**config.mk**
```make
export PLATFORM = sky130hd
export DESIGN_NAME = sdram_refresh_timer
export DESIGN_NICKNAME = d
export VERILOG_FILES = /design/src/verilog/sdram_refresh_timer.sv
export VERILOG_INCLUDE_DIRS = /design/src /design/src/include
export SDC_FILE = /design/constraint.sdc
export NUM_CORES = 1
export LEC_CHECK = 0
export ABC_CLOCK_PERIOD_IN_PS = 6800
export BUFFER_PORTS_ARGS = -buffer_cell sky130_fd_sc_hd__buf_4
export CELL_PAD_IN_SITES_DETAIL_PLACEMENT = 1
export CELL_PAD_IN_SITES_GLOBAL_PLACEMENT = 1
export CORE_MARGIN = 2
export CORE_UTILIZATION = 25
export DETAILED_ROUTE_END_ITERATION = 10
export GPL_ROUTABILITY_DRIVEN = 0
export HOLD_SLACK_MARGIN = 0.02
export PLACE_DENSITY_LB_ADDON = 0.2
export SYNTH_ARGS = -nofsm -noshare
export SYNTH_HDL_FRONTEND = slang
export SYNTH_SLANG_ARGS = --single-unit
```
**constraint.sdc**
```tcl
create_clock -name clk -period 6.8 [get_ports clk]
set_input_delay 0 -clock clk [delete_from_list [all_inputs] [get_ports clk]]
set_output_delay 0 -clock clk [all_outputs]
set_load 0.005 [all_outputs]
```
**src/include/sdram_cfg.svh**
```systemverilog
// ----------------------------------------
// SDRAM controller timing, geometry and
// mode register constants, in clock cycles
// ----------------------------------------
`ifndef SDRAM_CFG_SVH
`define SDRAM_CFG_SVH

// Power-up settle delay kept short for simulation
`define SDRAM_T_INIT 40

// Command spacing
`define SDRAM_T_RP  3
`define SDRAM_T_RFC 7
`define SDRAM_T_MRD 2
`define SDRAM_T_RCD 3
`define SDRAM_T_WR  3

// CAS latency of 2 or 3
`define SDRAM_CAS_LATENCY 3

// Cycles between owed refreshes
`define SDRAM_T_REF_INTERVAL 500

// Single-location write burst, standard operation, CAS latency,
// sequential burst type, burst length 1
`define SDRAM_MODE_WORD 13'(13'h200 | (`SDRAM_CAS_LATENCY << 4))

`endif

```
**src/verilog/sdram_refresh_timer.sv**
```systemverilog
// ----------------------------------------
// Refresh interval counter and count of
// refreshes still owed
// ----------------------------------------
`timescale 1ns/1ps
`default_nettype none

`include "sdram_cfg.svh"

module sdram_refresh_timer (
    input  wire  clk,
    input  wire  reset,
    input  wire  init_done,
    input  wire  refresh_issued,
    output logic refresh_owed
);
    localparam int INTERVAL_W = $clog2(`SDRAM_T_REF_INTERVAL);
    localparam int OWED_W     = 8;

    logic [INTERVAL_W-1:0] interval_cnt;
    logic [OWED_W-1:0]     owed_cnt;
    logic                  expired;

    assign expired      = init_done && (interval_cnt == '0);
    assign refresh_owed = (owed_cnt != '0);

    always_ff @(posedge clk or posedge reset) begin
        if (reset) begin
            interval_cnt <= INTERVAL_W'(`SDRAM_T_REF_INTERVAL - 1);
            owed_cnt     <= '0;
        end else begin
            // Held until the power-up sequence is over
            if (expired) begin
                interval_cnt <= INTERVAL_W'(`SDRAM_T_REF_INTERVAL - 1);
            end else if (init_done) begin
                interval_cnt <= interval_cnt - 1'b1;
            end
            if (expired && !refresh_issued) begin
                owed_cnt <= owed_cnt + 1'b1;
            end else if (!expired && refresh_issued) begin
                owed_cnt <= owed_cnt - 1'b1;
            end
        end
    end

    a_owed_no_underflow: assert property (@(posedge clk) disable iff (reset)
        refresh_issued |-> (owed_cnt != '0))
        else $error("refresh issued with none owed");

endmodule

`default_nettype wire

```
==> impl_metrics.toml <==
[global_routing]
grt_max_degree = 19
grt_pass1_vias = 942
overflow = 0
grt_antenna_before_repair = 0
grt_first_pass_wirelength_mm = 4.40
grt_use_total_pct = 10.6

[worst_setup_path]
critical_path.n_buffers_inverters = 2
crit_path_top_delay_cell = "a2111oi_0"
worstPathArrival_ns = 3.59
timing.critical_path.slowest_cell_delay_ns = 0.69
cp-end-kind = "flip-flop"
setup.worst_path.class = "reg2reg"
cp_data_required_time_ns = 6.93
cell_repeated_most_along_the_worst_path = "ha_1"
worstSetupStartpointType = "flip-flop"
cell_by_cell_listing_of_the_critical_path = "or4b_1 -> nor4_2 -> nand3b_2 -> inv_2 -> ha_1 -> inv_1 -> ha_1 -> a2111oi_0 -> nand3_1 -> o2bb2ai_1 -> a211oi_1"
critPathTopFamily = "simple AND/OR/NAND/NOR gates"
crit_path_max_fanout = 9

[synth]
yosysSeqAreaShare_pct = 38.3
netlist.top_cell.by_area = "dfrtp_1"
synth_simple_gate_area_share_pct = 21.6
synth.area.mux_share_pct = 0.993
synth_adder_area_share_pct = 11.7
yosys.area_share.xor_xnor_pct = 9.27
synth_warnings = 0
synth.most_common_cell = "nand2_1"
ys_flop_type = "dfrtp_1"
synth.top_cell.area_share_pct = 22.1
synth.top_cells.by_count = "nand2_1 (17), dfrtp_1 (10), inv_1 (10), ha_1 (9)"
postSynthAreaPerCell_um2 = 9.37
synthArstFlopShare_pct = 100
postSynthCellCount = 121
netlist_area_mm2 = 0.00113
ys_ff_latch = 17
edff_count_synth = 0
synth_compound_area_share_pct = 13.8
syn_nets = 135
yosysUniqueCellTypes = 35
post_synth_main_area_contributors = "dfrtp_1 (22%), dfstp_2 (16%), ha_1 (9.9%), nand2_1 (5.6%), xnor2_1 (5.4%)"
synth_top_family_by_area = "simple AND/OR/NAND/NOR gates"

[sta]
timing.final.crit_period_ns = 3.46
hold_viol = 0
fin_crit_sh_pct = 51.0
max_slew_margin_pct = 53.1
fmax_mhz = 289
setup_tns_ns = 0
worstMarginPinSlew_ns = 0.685
finalSetupViolations = 0
finalMaxSlewViolations = 0
rsz_0062_raised_after_global_routing = "no"
setup_ws_ns = 3.34
clock-skew-final_ns = 0.00565

[placement]
port_buffers = 4
placedCellCount = 175
hpwl_mm = 1.85
placement.setup.worst_slack_ns = 3.35

[status]
run_status = "finished clean"

[clock_tree]
clk_root_buffer_cell = "clkbuf_8"
clock_insertion_delay_worst_skew_ns = 0.25
max-clock-path-buffers = 2
path_clk_slew_ns = 0.07
clock_tree_from_tritoncts = "yes"
cts_inserted_buffers = 3
cts.sink_count = 17
cts.htree.levels = 1
postCtsResizedCells = 0

[drt]
route.detailed.drc = 0
dr_vias = 865
detail_route.wl_per_cell_um = 13.1
finalWirelength_mm = 2.36
starting_drc_count_in_detailed_routing = 22
met2_wirelength_mm = 1.09
detailedRoute.firstPassIterationCount = 4
drt.antenna.violating_nets = 0
wl_met3_um = 57
highest_metal_used = "met4"
m1WireLength_mm = 1.19
vias_per_cell = 4.81

[power_and_ir_drop]
power.static_leakage_nw = 0.528
irDropWorstVdd_mv = 0.144
power-per-cell-area_mw_per_mm2 = 455

[die]
die_area_mm2 = 0.00509
die_x_um = 71.3
number_of_rows_created_at_floorplan = 24
floorplan.initialDensity_pct = 26.0
ios = 5
die_height_um = 71.3
core_area_mm2 = 0.00435

[final_layout]
fin_cells = 180
synthToLayoutAreaGrowth_pct = 12.6
layout-drive-gt1-share_pct = 15.6
final_nets = 143
layout.core_utilization_pct = 29.3
n_antenna_cell = 0

[min_path]
worstHoldPathType = "in2reg"

[job]
max_cap_viol_count = 0
kinds of logic (layout without fill, tap and decap cells):
family,Yosys count,in the layout
flops,17,17
mux,1,1
buf+inv,13,20
fa+ha+maj,10,10
xor+xnor,12,12
compound gates,24,24
simple gates,44,44
placed cells by master, fill, tap and decap left out, drive strengths merged, types with 2 or more instances in the layout:
cell type   n
a2111oi     2
a211oi      2
a21oi       4
buf         4
clkbuf      4
dfrtp      10
dfstp       7
ha          9
inv        11
nand2      17
nand3       6
nand3b      3
nor2        6
nor4        3
nor4b       2
o211ai      2
o21ai       8
o21bai      2
or3         2
xnor2       7
xor2        5
state kept, by name (all words and copies together), names as in the netlist:
signal / count
owed_cnt: 8
interval_cnt: 9
area by class of cell:
type | count | area [um^2]
clock buffers | 4 | 45.0
fillers | 507 | 3080
inverters | 11 | 41.3
multi-input cells | 91 | 651
flip-flops and latches | 17 | 434
well taps | 52 | 65.1
repair buffers | 5 | 40.0
path summary, 6_finish.rpt:
check	startpoint	to	slack, ns	depth (start not counted)
setup / recovery	interval_cnt[3]	owed_cnt[7]	3.34	11
min in group asynchronous	reset	owed_cnt[5]	0.40	3
max in group asynchronous	reset	owed_cnt[2]	5.98	3
hold / removal	init_done	interval_cnt[0]	0.06	3
setup reg to reg	interval_cnt[3]	owed_cnt[7]	3.34	11
hold reg to reg	interval_cnt[8]	interval_cnt[8]	0.50	2
worst min-delay path, stage by stage:
cell and delay, ns:
buf_4 0.12, xnor2_1 0.08, nand2_1 0.07
metal layers:
metal,vias to the layer above,track usage (%)
met1,415,14.8
met3,4,1.69
met4,0,2.52
met5,-,0
met2,9,17.3
li1,437,-
per-stage QoR:
step	hold slack [ns]	area [um^2]	total power, mW
after global routing	0.0757	1280	0.641
after global placement	0.140	1220	0.502
after CTS	0.0571	1280	0.587
final	0.0551	1280	0.581
after detailed placement	0.143	1220	0.506
after floorplan	-0.0790	1130	0.436
power by group:
group	internal, mW	switching (mW)
Clock	0.0415	0.0334
Sequential	0.170	0.0614
Combinational	0.128	0.147
Total	0.339	0.242
repair_timing:
action | CTS | global route
hold buffers | 1 | 0
endpoints found under the hold margin | 10 | 0
buffers inserted | 0 | 0
Note: power is estimated with default switching activity, not from simulation.
