$ cat config.mk
export PLATFORM = sky130hd
export DESIGN_NAME = sdram_cmd_fsm
export DESIGN_NICKNAME = d
export VERILOG_FILES = /design/src/verilog/sdram_pkg.sv /design/src/verilog/sdram_cmd_fsm.sv
export VERILOG_INCLUDE_DIRS = /design/src /design/src/include
export SDC_FILE = /design/constraint.sdc
export NUM_CORES = 1
export LEC_CHECK = 0
export ABC_AREA = 1
export ABC_CLOCK_PERIOD_IN_PS = 3000
export BUFFER_PORTS_ARGS = -buffer_cell sky130_fd_sc_hd__buf_4
export CORE_MARGIN = 2
export CORE_UTILIZATION = 50
export DETAILED_ROUTE_END_ITERATION = 10
export PLACE_DENSITY_LB_ADDON = 0.1
export SETUP_SLACK_MARGIN = 0.2
export SLEW_MARGIN = 20
export SYNTH_ARGS = -nofsm -noshare
export SYNTH_HDL_FRONTEND = slang
export SYNTH_SLANG_ARGS = --single-unit
$ cat constraint.sdc
create_clock -name clk -period 3 [get_ports clk]
set_input_delay 0.15 -clock clk [delete_from_list [all_inputs] [get_ports clk]]
set_output_delay 0.15 -clock clk [all_outputs]
set_load 0.005 [all_outputs]
$ cat src/include/sdram_cfg.svh
// ----------------------------------------
// SDRAM controller timing, geometry and
// mode register constants, in clock cycles
// ----------------------------------------
`ifndef SDRAM_CFG_SVH
`define SDRAM_CFG_SVH

// Power-up settle delay kept short for simulation
`define SDRAM_T_INIT 40

// Command spacing
`define SDRAM_T_RP  3
`define SDRAM_T_RFC 7
`define SDRAM_T_MRD 2
`define SDRAM_T_RCD 3
`define SDRAM_T_WR  3

// CAS latency of 2 or 3
`define SDRAM_CAS_LATENCY 3

// Cycles between owed refreshes
`define SDRAM_T_REF_INTERVAL 500

// Single-location write burst, standard operation, CAS latency,
// sequential burst type, burst length 1
`define SDRAM_MODE_WORD 13'(13'h200 | (`SDRAM_CAS_LATENCY << 4))

`endif

$ cat src/verilog/sdram_pkg.sv
// ----------------------------------------
// Shared types of the SDRAM controller
// Address fields, data word, pin commands
// and controller states
// ----------------------------------------
`default_nettype none

package sdram_pkg;

    // Word address is {row, bank, column}
    typedef logic [23:0] sdram_addr_t;
    typedef logic [12:0] sdram_row_t;
    typedef logic [1:0]  sdram_bank_t;
    typedef logic [8:0]  sdram_col_t;
    typedef logic [15:0] sdram_data_t;

    // Pin pattern {cs_n, ras_n, cas_n, we_n}
    typedef enum logic [3:0] {
        CMD_INHIBIT   = 4'b1111,
        CMD_NOP       = 4'b0111,
        CMD_ACTIVE    = 4'b0011,
        CMD_READ      = 4'b0101,
        CMD_WRITE     = 4'b0100,
        CMD_PRECHARGE = 4'b0010,
        CMD_REFRESH   = 4'b0001,
        CMD_LOAD_MODE = 4'b0000
    } sdram_cmd_t;

    typedef enum logic [3:0] {
        ST_INIT_WAIT,
        ST_INIT_PRECHARGE,
        ST_INIT_REFRESH1,
        ST_INIT_REFRESH2,
        ST_INIT_LOAD_MODE,
        ST_IDLE,
        ST_REFRESH,
        ST_ACTIVE,
        ST_READ,
        ST_WRITE
    } fsm_state_t;

endpackage

`default_nettype wire

$ cat src/verilog/sdram_cmd_fsm.sv
// ----------------------------------------
// SDRAM command FSM
// Power-up sequence, refresh and single
// word accesses with auto-precharge
// ----------------------------------------
`timescale 1ns/1ps
`default_nettype none

`include "sdram_cfg.svh"

module sdram_cmd_fsm (
    input  wire                         clk,
    input  wire                         reset,
    input  wire                         req_valid,
    input  wire                         req_write,
    input  wire sdram_pkg::sdram_addr_t req_addr,
    input  wire sdram_pkg::sdram_data_t req_wdata,
    input  wire                         refresh_owed,
    output logic                        req_ready,
    output logic                        refresh_issued,
    output logic                        init_done,
    output sdram_pkg::sdram_cmd_t       cmd,
    output sdram_pkg::sdram_row_t       addr_pins,
    output sdram_pkg::sdram_bank_t      bank_pins,
    output sdram_pkg::sdram_data_t      wr_data,
    output logic                        wr_en
);
    import sdram_pkg::*;

    // Access states last until the auto-precharge is done and the response is out
    localparam int READ_WAIT  = `SDRAM_CAS_LATENCY + `SDRAM_T_RP + 2;
    localparam int WRITE_WAIT = `SDRAM_T_WR + `SDRAM_T_RP + 2;
    localparam int TIMER_W    = $clog2(`SDRAM_T_INIT + READ_WAIT + WRITE_WAIT + `SDRAM_T_RFC);
    localparam int A10_AP     = 10;

    fsm_state_t           state;
    fsm_state_t           next_state;
    logic                 state_entry;
    logic [TIMER_W-1:0]   timer;
    logic [TIMER_W-1:0]   wait_cycles;
    logic                 timer_done;
    logic                 req_accept;

    // Captured request
    sdram_row_t  acc_row;
    sdram_bank_t acc_bank;
    sdram_col_t  acc_col;
    logic        acc_write;
    sdram_data_t acc_wdata;

    assign timer_done = (timer == '0);
    assign req_ready  = (state == ST_IDLE) && init_done && !refresh_owed;
    assign req_accept = req_valid && req_ready;

    always_comb begin
        next_state = state;
        case (state)
            ST_INIT_WAIT:      if (timer_done) next_state = ST_INIT_PRECHARGE;
            ST_INIT_PRECHARGE: if (timer_done) next_state = ST_INIT_REFRESH1;
            ST_INIT_REFRESH1:  if (timer_done) next_state = ST_INIT_REFRESH2;
            ST_INIT_REFRESH2:  if (timer_done) next_state = ST_INIT_LOAD_MODE;
            ST_INIT_LOAD_MODE: if (timer_done) next_state = ST_IDLE;
            ST_IDLE: begin
                // Owed refresh goes first
                if (refresh_owed) begin
                    next_state = ST_REFRESH;
                end else if (req_accept) begin
                    next_state = ST_ACTIVE;
                end
            end
            ST_ACTIVE: begin
                if (timer_done) next_state = acc_write ? ST_WRITE : ST_READ;
            end
            ST_REFRESH, ST_READ, ST_WRITE: begin
                if (timer_done) next_state = ST_IDLE;
            end
            default: next_state = ST_IDLE;
        endcase
    end

    // Length of the state being entered
    always_comb begin
        case (next_state)
            ST_INIT_PRECHARGE: wait_cycles = TIMER_W'(`SDRAM_T_RP);
            ST_INIT_REFRESH1,
            ST_INIT_REFRESH2,
            ST_REFRESH:        wait_cycles = TIMER_W'(`SDRAM_T_RFC);
            ST_INIT_LOAD_MODE: wait_cycles = TIMER_W'(`SDRAM_T_MRD);
            ST_ACTIVE:         wait_cycles = TIMER_W'(`SDRAM_T_RCD);
            ST_READ:           wait_cycles = TIMER_W'(READ_WAIT);
            ST_WRITE:          wait_cycles = TIMER_W'(WRITE_WAIT);
            default:           wait_cycles = TIMER_W'(1);
        endcase
    end

    always_ff @(posedge clk or posedge reset) begin
        if (reset) begin
            state       <= ST_INIT_WAIT;
            state_entry <= 1'b1;
            timer       <= TIMER_W'(`SDRAM_T_INIT - 1);
            init_done   <= 1'b0;
        end else begin
            state       <= next_state;
            state_entry <= (next_state != state);
            if (next_state != state) begin
                timer <= wait_cycles - 1'b1;
            end else if (!timer_done) begin
                timer <= timer - 1'b1;
            end
            if (state == ST_INIT_LOAD_MODE && timer_done) begin
                init_done <= 1'b1;
            end
        end
    end

    always_ff @(posedge clk) begin
        if (req_accept) begin
            {acc_row, acc_bank, acc_col} <= req_addr;
            acc_write <= req_write;
            acc_wdata <= req_wdata;
        end
    end

    // ----------------------------------------
    // Command decode on state entry
    // ----------------------------------------
    always_comb begin
        cmd       = CMD_NOP;
        addr_pins = '0;
        bank_pins = '0;
        if (state == ST_INIT_WAIT) begin
            cmd = CMD_INHIBIT;
        end else if (state_entry) begin
            case (state)
                ST_INIT_PRECHARGE: begin
                    cmd               = CMD_PRECHARGE;
                    addr_pins[A10_AP] = 1'b1;
                end
                ST_INIT_REFRESH1, ST_INIT_REFRESH2, ST_REFRESH: cmd = CMD_REFRESH;
                ST_INIT_LOAD_MODE: begin
                    cmd       = CMD_LOAD_MODE;
                    addr_pins = `SDRAM_MODE_WORD;
                end
                ST_ACTIVE: begin
                    cmd       = CMD_ACTIVE;
                    addr_pins = acc_row;
                    bank_pins = acc_bank;
                end
                ST_READ, ST_WRITE: begin
                    cmd               = (state == ST_WRITE) ? CMD_WRITE : CMD_READ;
                    addr_pins[8:0]    = acc_col;
                    addr_pins[A10_AP] = 1'b1;
                    bank_pins         = acc_bank;
                end
                default: cmd = CMD_NOP;
            endcase
        end
    end

    // Init refreshes are not owed, so only the periodic ones are reported
    assign refresh_issued = (state == ST_REFRESH) && state_entry;
    assign wr_en          = (state == ST_WRITE) && state_entry;
    assign wr_data        = acc_wdata;

    a_no_accept_when_owed: assert property (@(posedge clk) disable iff (reset)
        (state == ST_ACTIVE && state_entry) |-> $past(!refresh_owed))
        else $error("request accepted while a refresh was owed");

    a_rcd_before_access: assert property (@(posedge clk) disable iff (reset)
        (cmd inside {CMD_READ, CMD_WRITE}) |-> $past(cmd == CMD_ACTIVE, `SDRAM_T_RCD))
        else $error("READ/WRITE issued without tRCD after ACTIVE");

endmodule

`default_nettype wire

==> qor.csv, run 1 <==
metric;value;unit
status;finished clean;
worst reg-to-reg path cell count;13;
total gr overflow;0;
core outline area;4720;µm²
Syn Nets;282;
starting density of the core;51.7;%
Placed Instances;385;
vias in the first global route;1792;
post-synthesis adder-cell area fraction;0.512;%
vias;1921;
hold slack;0.0153;ns
H-tree depth;2;
post-synthesis cell type count;33;
PnR worst setup slack;0.487;ns
Port Buffer Count;83;
Synth Area in XOR/XNOR;0;%
Synth Warn #;0;
CTS tree;yes;
first-pass GRT wire length;7.95;mm
total CTS buffers;5;
number of synthesized flops with an enable pin;41;
Clock transition at path regs;0.10;ns
CP max-delay cell;dfrtp_1;
drt pass-1 iters;4;
hold path depth;1;
clk_lat worst skew;0.30;ns
DRC;0;
largest net degree at the start of global routing;42;
Antenna Violating Nets Remaining;0;
fin crit share;83.8;%
initial DRC count;97;
WP data arrival;2.76;ns
total track usage;19.3;%
Top delay family on crit path;simple AND/OR/NAND/NOR gates;
flops & latches, synth;53;
ys async rst share;22.6;%
Root Driver;clkbuf_8;
Avg Vias per Cell;4.88;
Worst Tran Pin Value;0.512;ns
worst hold path type;in -> reg;
slew margin rel.;65.8;%
Compound-Gate Fraction of Synth Area;6.71;%
final setup skew;0.00909;ns
critical path launch point;state[2];
Worst R2R End;timer[2];
final wirelength;5.06;mm
FP Rows;25;
dpl hpwl;3.81;mm
clk sink count;53;
R2R setup slack;0.49;ns
Final Non-Filler Cells;394;
Max-cap violations;0;
Setup WS pre-CTS;0.518;ns
power per cell area;746;nW/µm²
worst-path maximum fanout;9;
Seq/Total Area, Yosys;62.9;%
Fin Setup TNS;0;ns
Synth Area in Simple Gates;24.5;%
Hold Path Sink;wr_data[14];
Cells after Synth;236;
Chip Width;73.9;µm
Main synth FF type;edfxtp_1;
crit end category;register;
Worst Setup Start Kind;register;
WL/cell;12.9;µm
DP Area;3160;µm²
CP Cell Sequence;nor2_4, nand3_1, o21ai_0, nor2_1, nand2_2, nand2_1, nand2_1, nand3_4, nand2_1, nand2_2, ha_1, or2_1, a21oi_2;
main combinational cell family by area after synthesis;simple AND/OR/NAND/NOR gates;
unrepaired setup endpoints after global routing;no;
post-layout minimum cycle time;2.51;ns
synthesized area;2440;µm²
global placement routability congestion;0.859;
WP buf/inv;0;
layout cell share with drive strength beyond 1;35.8;%
Setup violations, final;0;
Critical Path Most Common Cell;nand2_1;
antenna cells;0;
f_max;0.398;GHz
initial antenna violation count;0;
nets;372;
Crit Path Category;reg -> reg;
worst vdd ir;0.000414;V
DIE AREA;5460;µm²
clock buffer depth;2;
IO Count;84;
Synth-to-Final Area Change;33.1;%
Post-Layout Inst Area;3250;µm²
syn_area_per_cell;10.4;µm²
worst hold path startpoint;req_wdata[14];
Worst Path Required;3.25;ns
Leak Pwr;1.45;nW
Die Ht;73.9;µm
fillcell total;371;
final hold vios;0;
Worst path max stage delay;0.53;ns
post-synthesis mux area share;0;%
Max Slew Vio Count;0;
Reg-to-Reg Start;state[2];
-- cell usage after synthesis, types with 2 or more instances --
| cell | instances | share of area [%] |
|---|---|---|
| nand2_2 | 5 | 1.3 |
| clkbuf_1 | 2 | 0.31 |
| a311oi_1 | 2 | 0.72 |
| nor2_1 | 23 | 3.5 |
| a21oi_1 | 11 | 2.3 |
| clkinv_1 | 2 | 0.31 |
| nand3_1 | 11 | 2.3 |
| buf_2 | 2 | 0.41 |
| nor2_4 | 4 | 1.8 |
| dfstp_2 | 5 | 5.4 |
| nand3_2 | 3 | 1.2 |
| inv_2 | 2 | 0.31 |
| nand2_1 | 57 | 8.8 |
| or2_1 | 2 | 0.51 |
| edfxtp_1 | 41 | 50 |
| nor3b_1 | 2 | 0.61 |
| nand4_1 | 9 | 2.3 |
| inv_1 | 26 | 4.0 |
| o21ai_0 | 6 | 1.2 |
| a221oi_1 | 2 | 0.72 |
| dfrtp_1 | 7 | 7.2 |
-- worst reg2reg max path: cells and delay by family (launching register included) --
| family | cells | cell delay [ns] |
|---|---|---|
| AO/OA/AOI/OAI | 2 | 0.33 |
| adder cells (fa/ha/maj) | 1 | 0.23 |
| flip-flops | 1 | 0.53 |
| AND/OR/NAND/NOR | 10 | 1.35 |
-- final cells by class --
cell class	instances	area (µm²)	area share (%)
clock buffers	5	68.8	2.12
clock inverters	3	17.5	0.539
inverters	30	113	3.46
multi-input cells	149	776	23.9
flip-flops and latches	53	1540	47.3
well taps	67	83.8	2.58
repair buffers	87	656	20.2
-- stage by stage --
step / total power (W) / util [%]
after floorplan: 0.00174 / -
after global placement: 0.00203 / 66.8
after detailed placement: 0.00206 / 66.8
after CTS: 0.00245 / 68.8
after global routing: 0.00263 / 68.8
final: 0.00243 / 68.8
-- cell usage in the layout (no fill, tap or decap), types with 2 or more instances in the layout --
master	instances
buf_4	86
nand2_1	57
edfxtp_1	41
inv_1	26
nor2_1	23
nand3_1	11
a21oi_1	11
nand4_1	9
dfrtp_1	7
o21ai_0	6
nand2_2	5
clkbuf_8	5
dfstp_2	5
nor2_4	4
nand3_2	3
clkinv_1	3
inv_2	2
a221oi_1	2
nor3b_1	2
a311oi_1	2
or2_1	2
-- power by group --
group,internal [W],switching (W)
logic,0.000434,0.000667
clock network,0.000162,0.000229
registers,0.000879,0.0000548
-- worst max path at each step --
stage	endpoint	slack (ns)	cells past startpoint
floorplan	timer[2]	0.79	15
global placement	timer[2]	0.56	13
detailed placement	timer[2]	0.52	13
CTS	timer[2]	0.50	13
global route	timer[2]	0.23	13
finish	timer[2]	0.49	13
-- kinds of logic after synthesis --
group / count (synthesis)
adder cells (fa/ha/maj): 1
flip-flops: 53
buffers and inverters: 34
AO/OA/AOI/OAI: 26
AND/OR/NAND/NOR: 122
-- sequential cells by signal (all words and copies together), names as in the netlist --
| register | flops |
|---|---|
| acc_row | 13 |
| timer | 6 |
| wr_data | 16 |
| acc_bank | 2 |
| state_entry | 1 |
| init_done | 1 |
| state | 4 |
| acc_col | 9 |
| acc_write | 1 |
-- metal layers --
| layer | track usage (%) | wire, µm | share of wire [%] |
|---|---|---|---|
| met1 | 23.6 | 2030 | 40 |
| met2 | 31.5 | 2530 | 50 |
| met3 | 7.54 | 445 | 8.8 |
| met4 | 6.06 | 63 | 1.2 |
| met5 | 0 | 0 | 0 |
-- repair_timing --
item,CTS,global route
hold buffers,1,0
setup endpoints to repair,0,0
hold endpoints to repair,7,0
resized for setup,0,0
setup buffers,0,0
No activity file was read; power rests on OpenSTA's default activity.
==> run 2: changes to the inputs <==
--- a/config.mk
+++ b/config.mk
@@ -7,10 +7,10 @@
 export NUM_CORES = 1
 export LEC_CHECK = 0
 export ABC_AREA = 1
-export ABC_CLOCK_PERIOD_IN_PS = 3000
+export ABC_CLOCK_PERIOD_IN_PS = 2300
 export BUFFER_PORTS_ARGS = -buffer_cell sky130_fd_sc_hd__buf_4
 export CORE_MARGIN = 2
-export CORE_UTILIZATION = 50
+export CORE_UTILIZATION = 45
 export DETAILED_ROUTE_END_ITERATION = 10
 export PLACE_DENSITY_LB_ADDON = 0.1
 export SETUP_SLACK_MARGIN = 0.2
==> constraint.sdc (replaced) <==
create_clock -name clk -period 2.3 [get_ports clk]
set_input_delay 0.115 -clock clk [delete_from_list [all_inputs] [get_ports clk]]
set_output_delay 0.115 -clock clk [all_outputs]
set_load 0.005 [all_outputs]
==> run 2 against run 1 <==
Effect of this change: the run now ends with negative setup slack left; clock-buffer cell count stayed put; non-clock buffer count rose by 76; wire length increased by 56%; maximum frequency up 4.7%; clock skew is 0.0052 ns lower; critical path depth is 2 higher; critical path type unchanged.
==> qor.csv, run 2 (synthesis results as in run 1) <==
metric;value;unit
post-layout minimum cycle time;2.40;ns
worst-path maximum fanout;5;
WL/cell;16.6;µm
IO Count;84;
PnR worst setup slack;-0.101;ns
unrepaired setup endpoints after global routing;yes;
Crit Path Category;reg -> reg;
violated checks;negative setup slack;
Port Buffer Count;83;
drt pass-1 iters;4;
dpl hpwl;4.20;mm
first-pass GRT wire length;12.1;mm
crit end category;register;
number of flip-flops under the largest register name;16;
slew margin rel.;67.3;%
worst hold path startpoint;refresh_owed;
final hold vios;0;
hold slack;0.284;ns
commonest cells after routing, fill and taps aside;119 x buf_4, 42 x dlygate4sd3_1, 41 x edfxtp_1;
vias;2511;
vias in the first global route;2460;
power per cell area;1070;nW/µm²
WP data arrival;2.66;ns
Worst Tran Pin Value;0.490;ns
fin crit share;104;%
layout cell share with drive strength beyond 1;50.0;%
final wirelength;7.89;mm
Clock transition at path regs;0.10;ns
worst vdd ir;0.000584;V
clk sink count;53;
DRC;0;
Leak Pwr;1.84;nW
initial DRC count;251;
DIE AREA;6040;µm²
f_max;0.416;GHz
total track usage;26.1;%
Die Ht;77.7;µm
antenna cells;0;
Synth-to-Final Area Change;72.0;%
starting density of the core;47.2;%
Worst Path Required;2.56;ns
core outline area;5170;µm²
FP Rows;26;
largest net degree at the start of global routing;42;
clock buffer depth;2;
total gr overflow;0;
H-tree depth;2;
Setup violations, final;4;
Worst Setup Start Kind;register;
Antenna Violating Nets Remaining;0;
critical path launch point;timer[2];
CTS tree;yes;
Chip Width;77.7;µm
initial antenna violation count;0;
Post-Layout Inst Area;4200;µm²
worst hold path type;in -> reg;
Reg-to-Reg Start;timer[2];
final setup skew;0.00393;ns
status;finished with violations;
global placement routability congestion;0.892;
commonest non-fill, non-tap cell in the layout;buf_4;
DP Area;3280;µm²
Max Slew Vio Count;0;
nets;449;
Avg Vias per Cell;5.30;
Max-cap violations;0;
Root Driver;clkbuf_8;
total CTS buffers;5;
clk_lat worst skew;0.32;ns
run 2: path summary, 6_finish.rpt:
path                                  end  slack, ns  depth (start not counted)
min in group asynchronous       init_done       0.39                          3
max in group asynchronous        state[2]       1.55                          3
worst max-delay path             timer[2]      -0.10                         15
worst max register to register   timer[2]      -0.10                         15
worst min register to register   timer[5]       0.48                          2
worst min-delay path             state[1]       0.28                          6
run 2: metrics by stage:
stage                     TNS (ns)  utilization (%)  instances  power [W]  worst slack (ns)
after floorplan                  0                -        236    0.00233             0.214
after global placement           0             63.4        397    0.00283            0.0183
after detailed placement   -0.0157             63.4        397    0.00286          -0.00911
after CTS                        0             77.8        464    0.00393             0.123
after global routing        -0.564             81.3        474    0.00474            -0.158
final                       -0.261             81.3        474    0.00450            -0.101
run 2: routing by layer:
layer	track usage (%)	vias to the layer above	share of wire, %
met4	10.2	0	3.8
met2	44.8	161	51
met3	8.49	37	8.5
li1	-	1138	-
met1	30.2	1175	36
met5	0	-	0
run 2: repair_timing:
item | 4_1_cts | 5_1_grt
pin swaps | 12 | 18
gates cloned | 1 | 0
hold endpoints to repair | 48 | 0
setup endpoints to repair | 9 | 11
hold buffers | 42 | 0
gates resized for setup | 22 | 30
buffers inserted | 16 | 10
run 2: where the power goes:
part,switching (W),leakage [nW],internal (W)
sequential,0.0000908,0.503,0.00115
combinational,0.00143,1.29,0.00116
clock,0.000339,0.0563,0.000332
total,0.00185,1.84,0.00264
run 2: critical path, stage by stage, from the launching register on:
cell     delay, ns
dfstp_2       0.58
nor2_4        0.05
buf_4         0.14
nand3_4       0.13
nand2_2       0.07
nand2_2       0.08
nand3_4       0.11
nor2_4        0.13
nand2_2       0.09
nand2_4       0.11
nand3_4       0.09
nand2_2       0.10
nand2_2       0.09
ha_4          0.19
or2_4         0.26
a21oi_2       0.11
run 2: final cells by class:
class,count,area (µm²)
Sequential cell,53,1540
Timing Repair Buffer,163,1350
Multi-Input combinational cell,150,993
Fill cell,291,968
Inverter,30,118
Tap cell,70,87.6
Clock buffer,5,68.8
Clock inverter,3,48.8
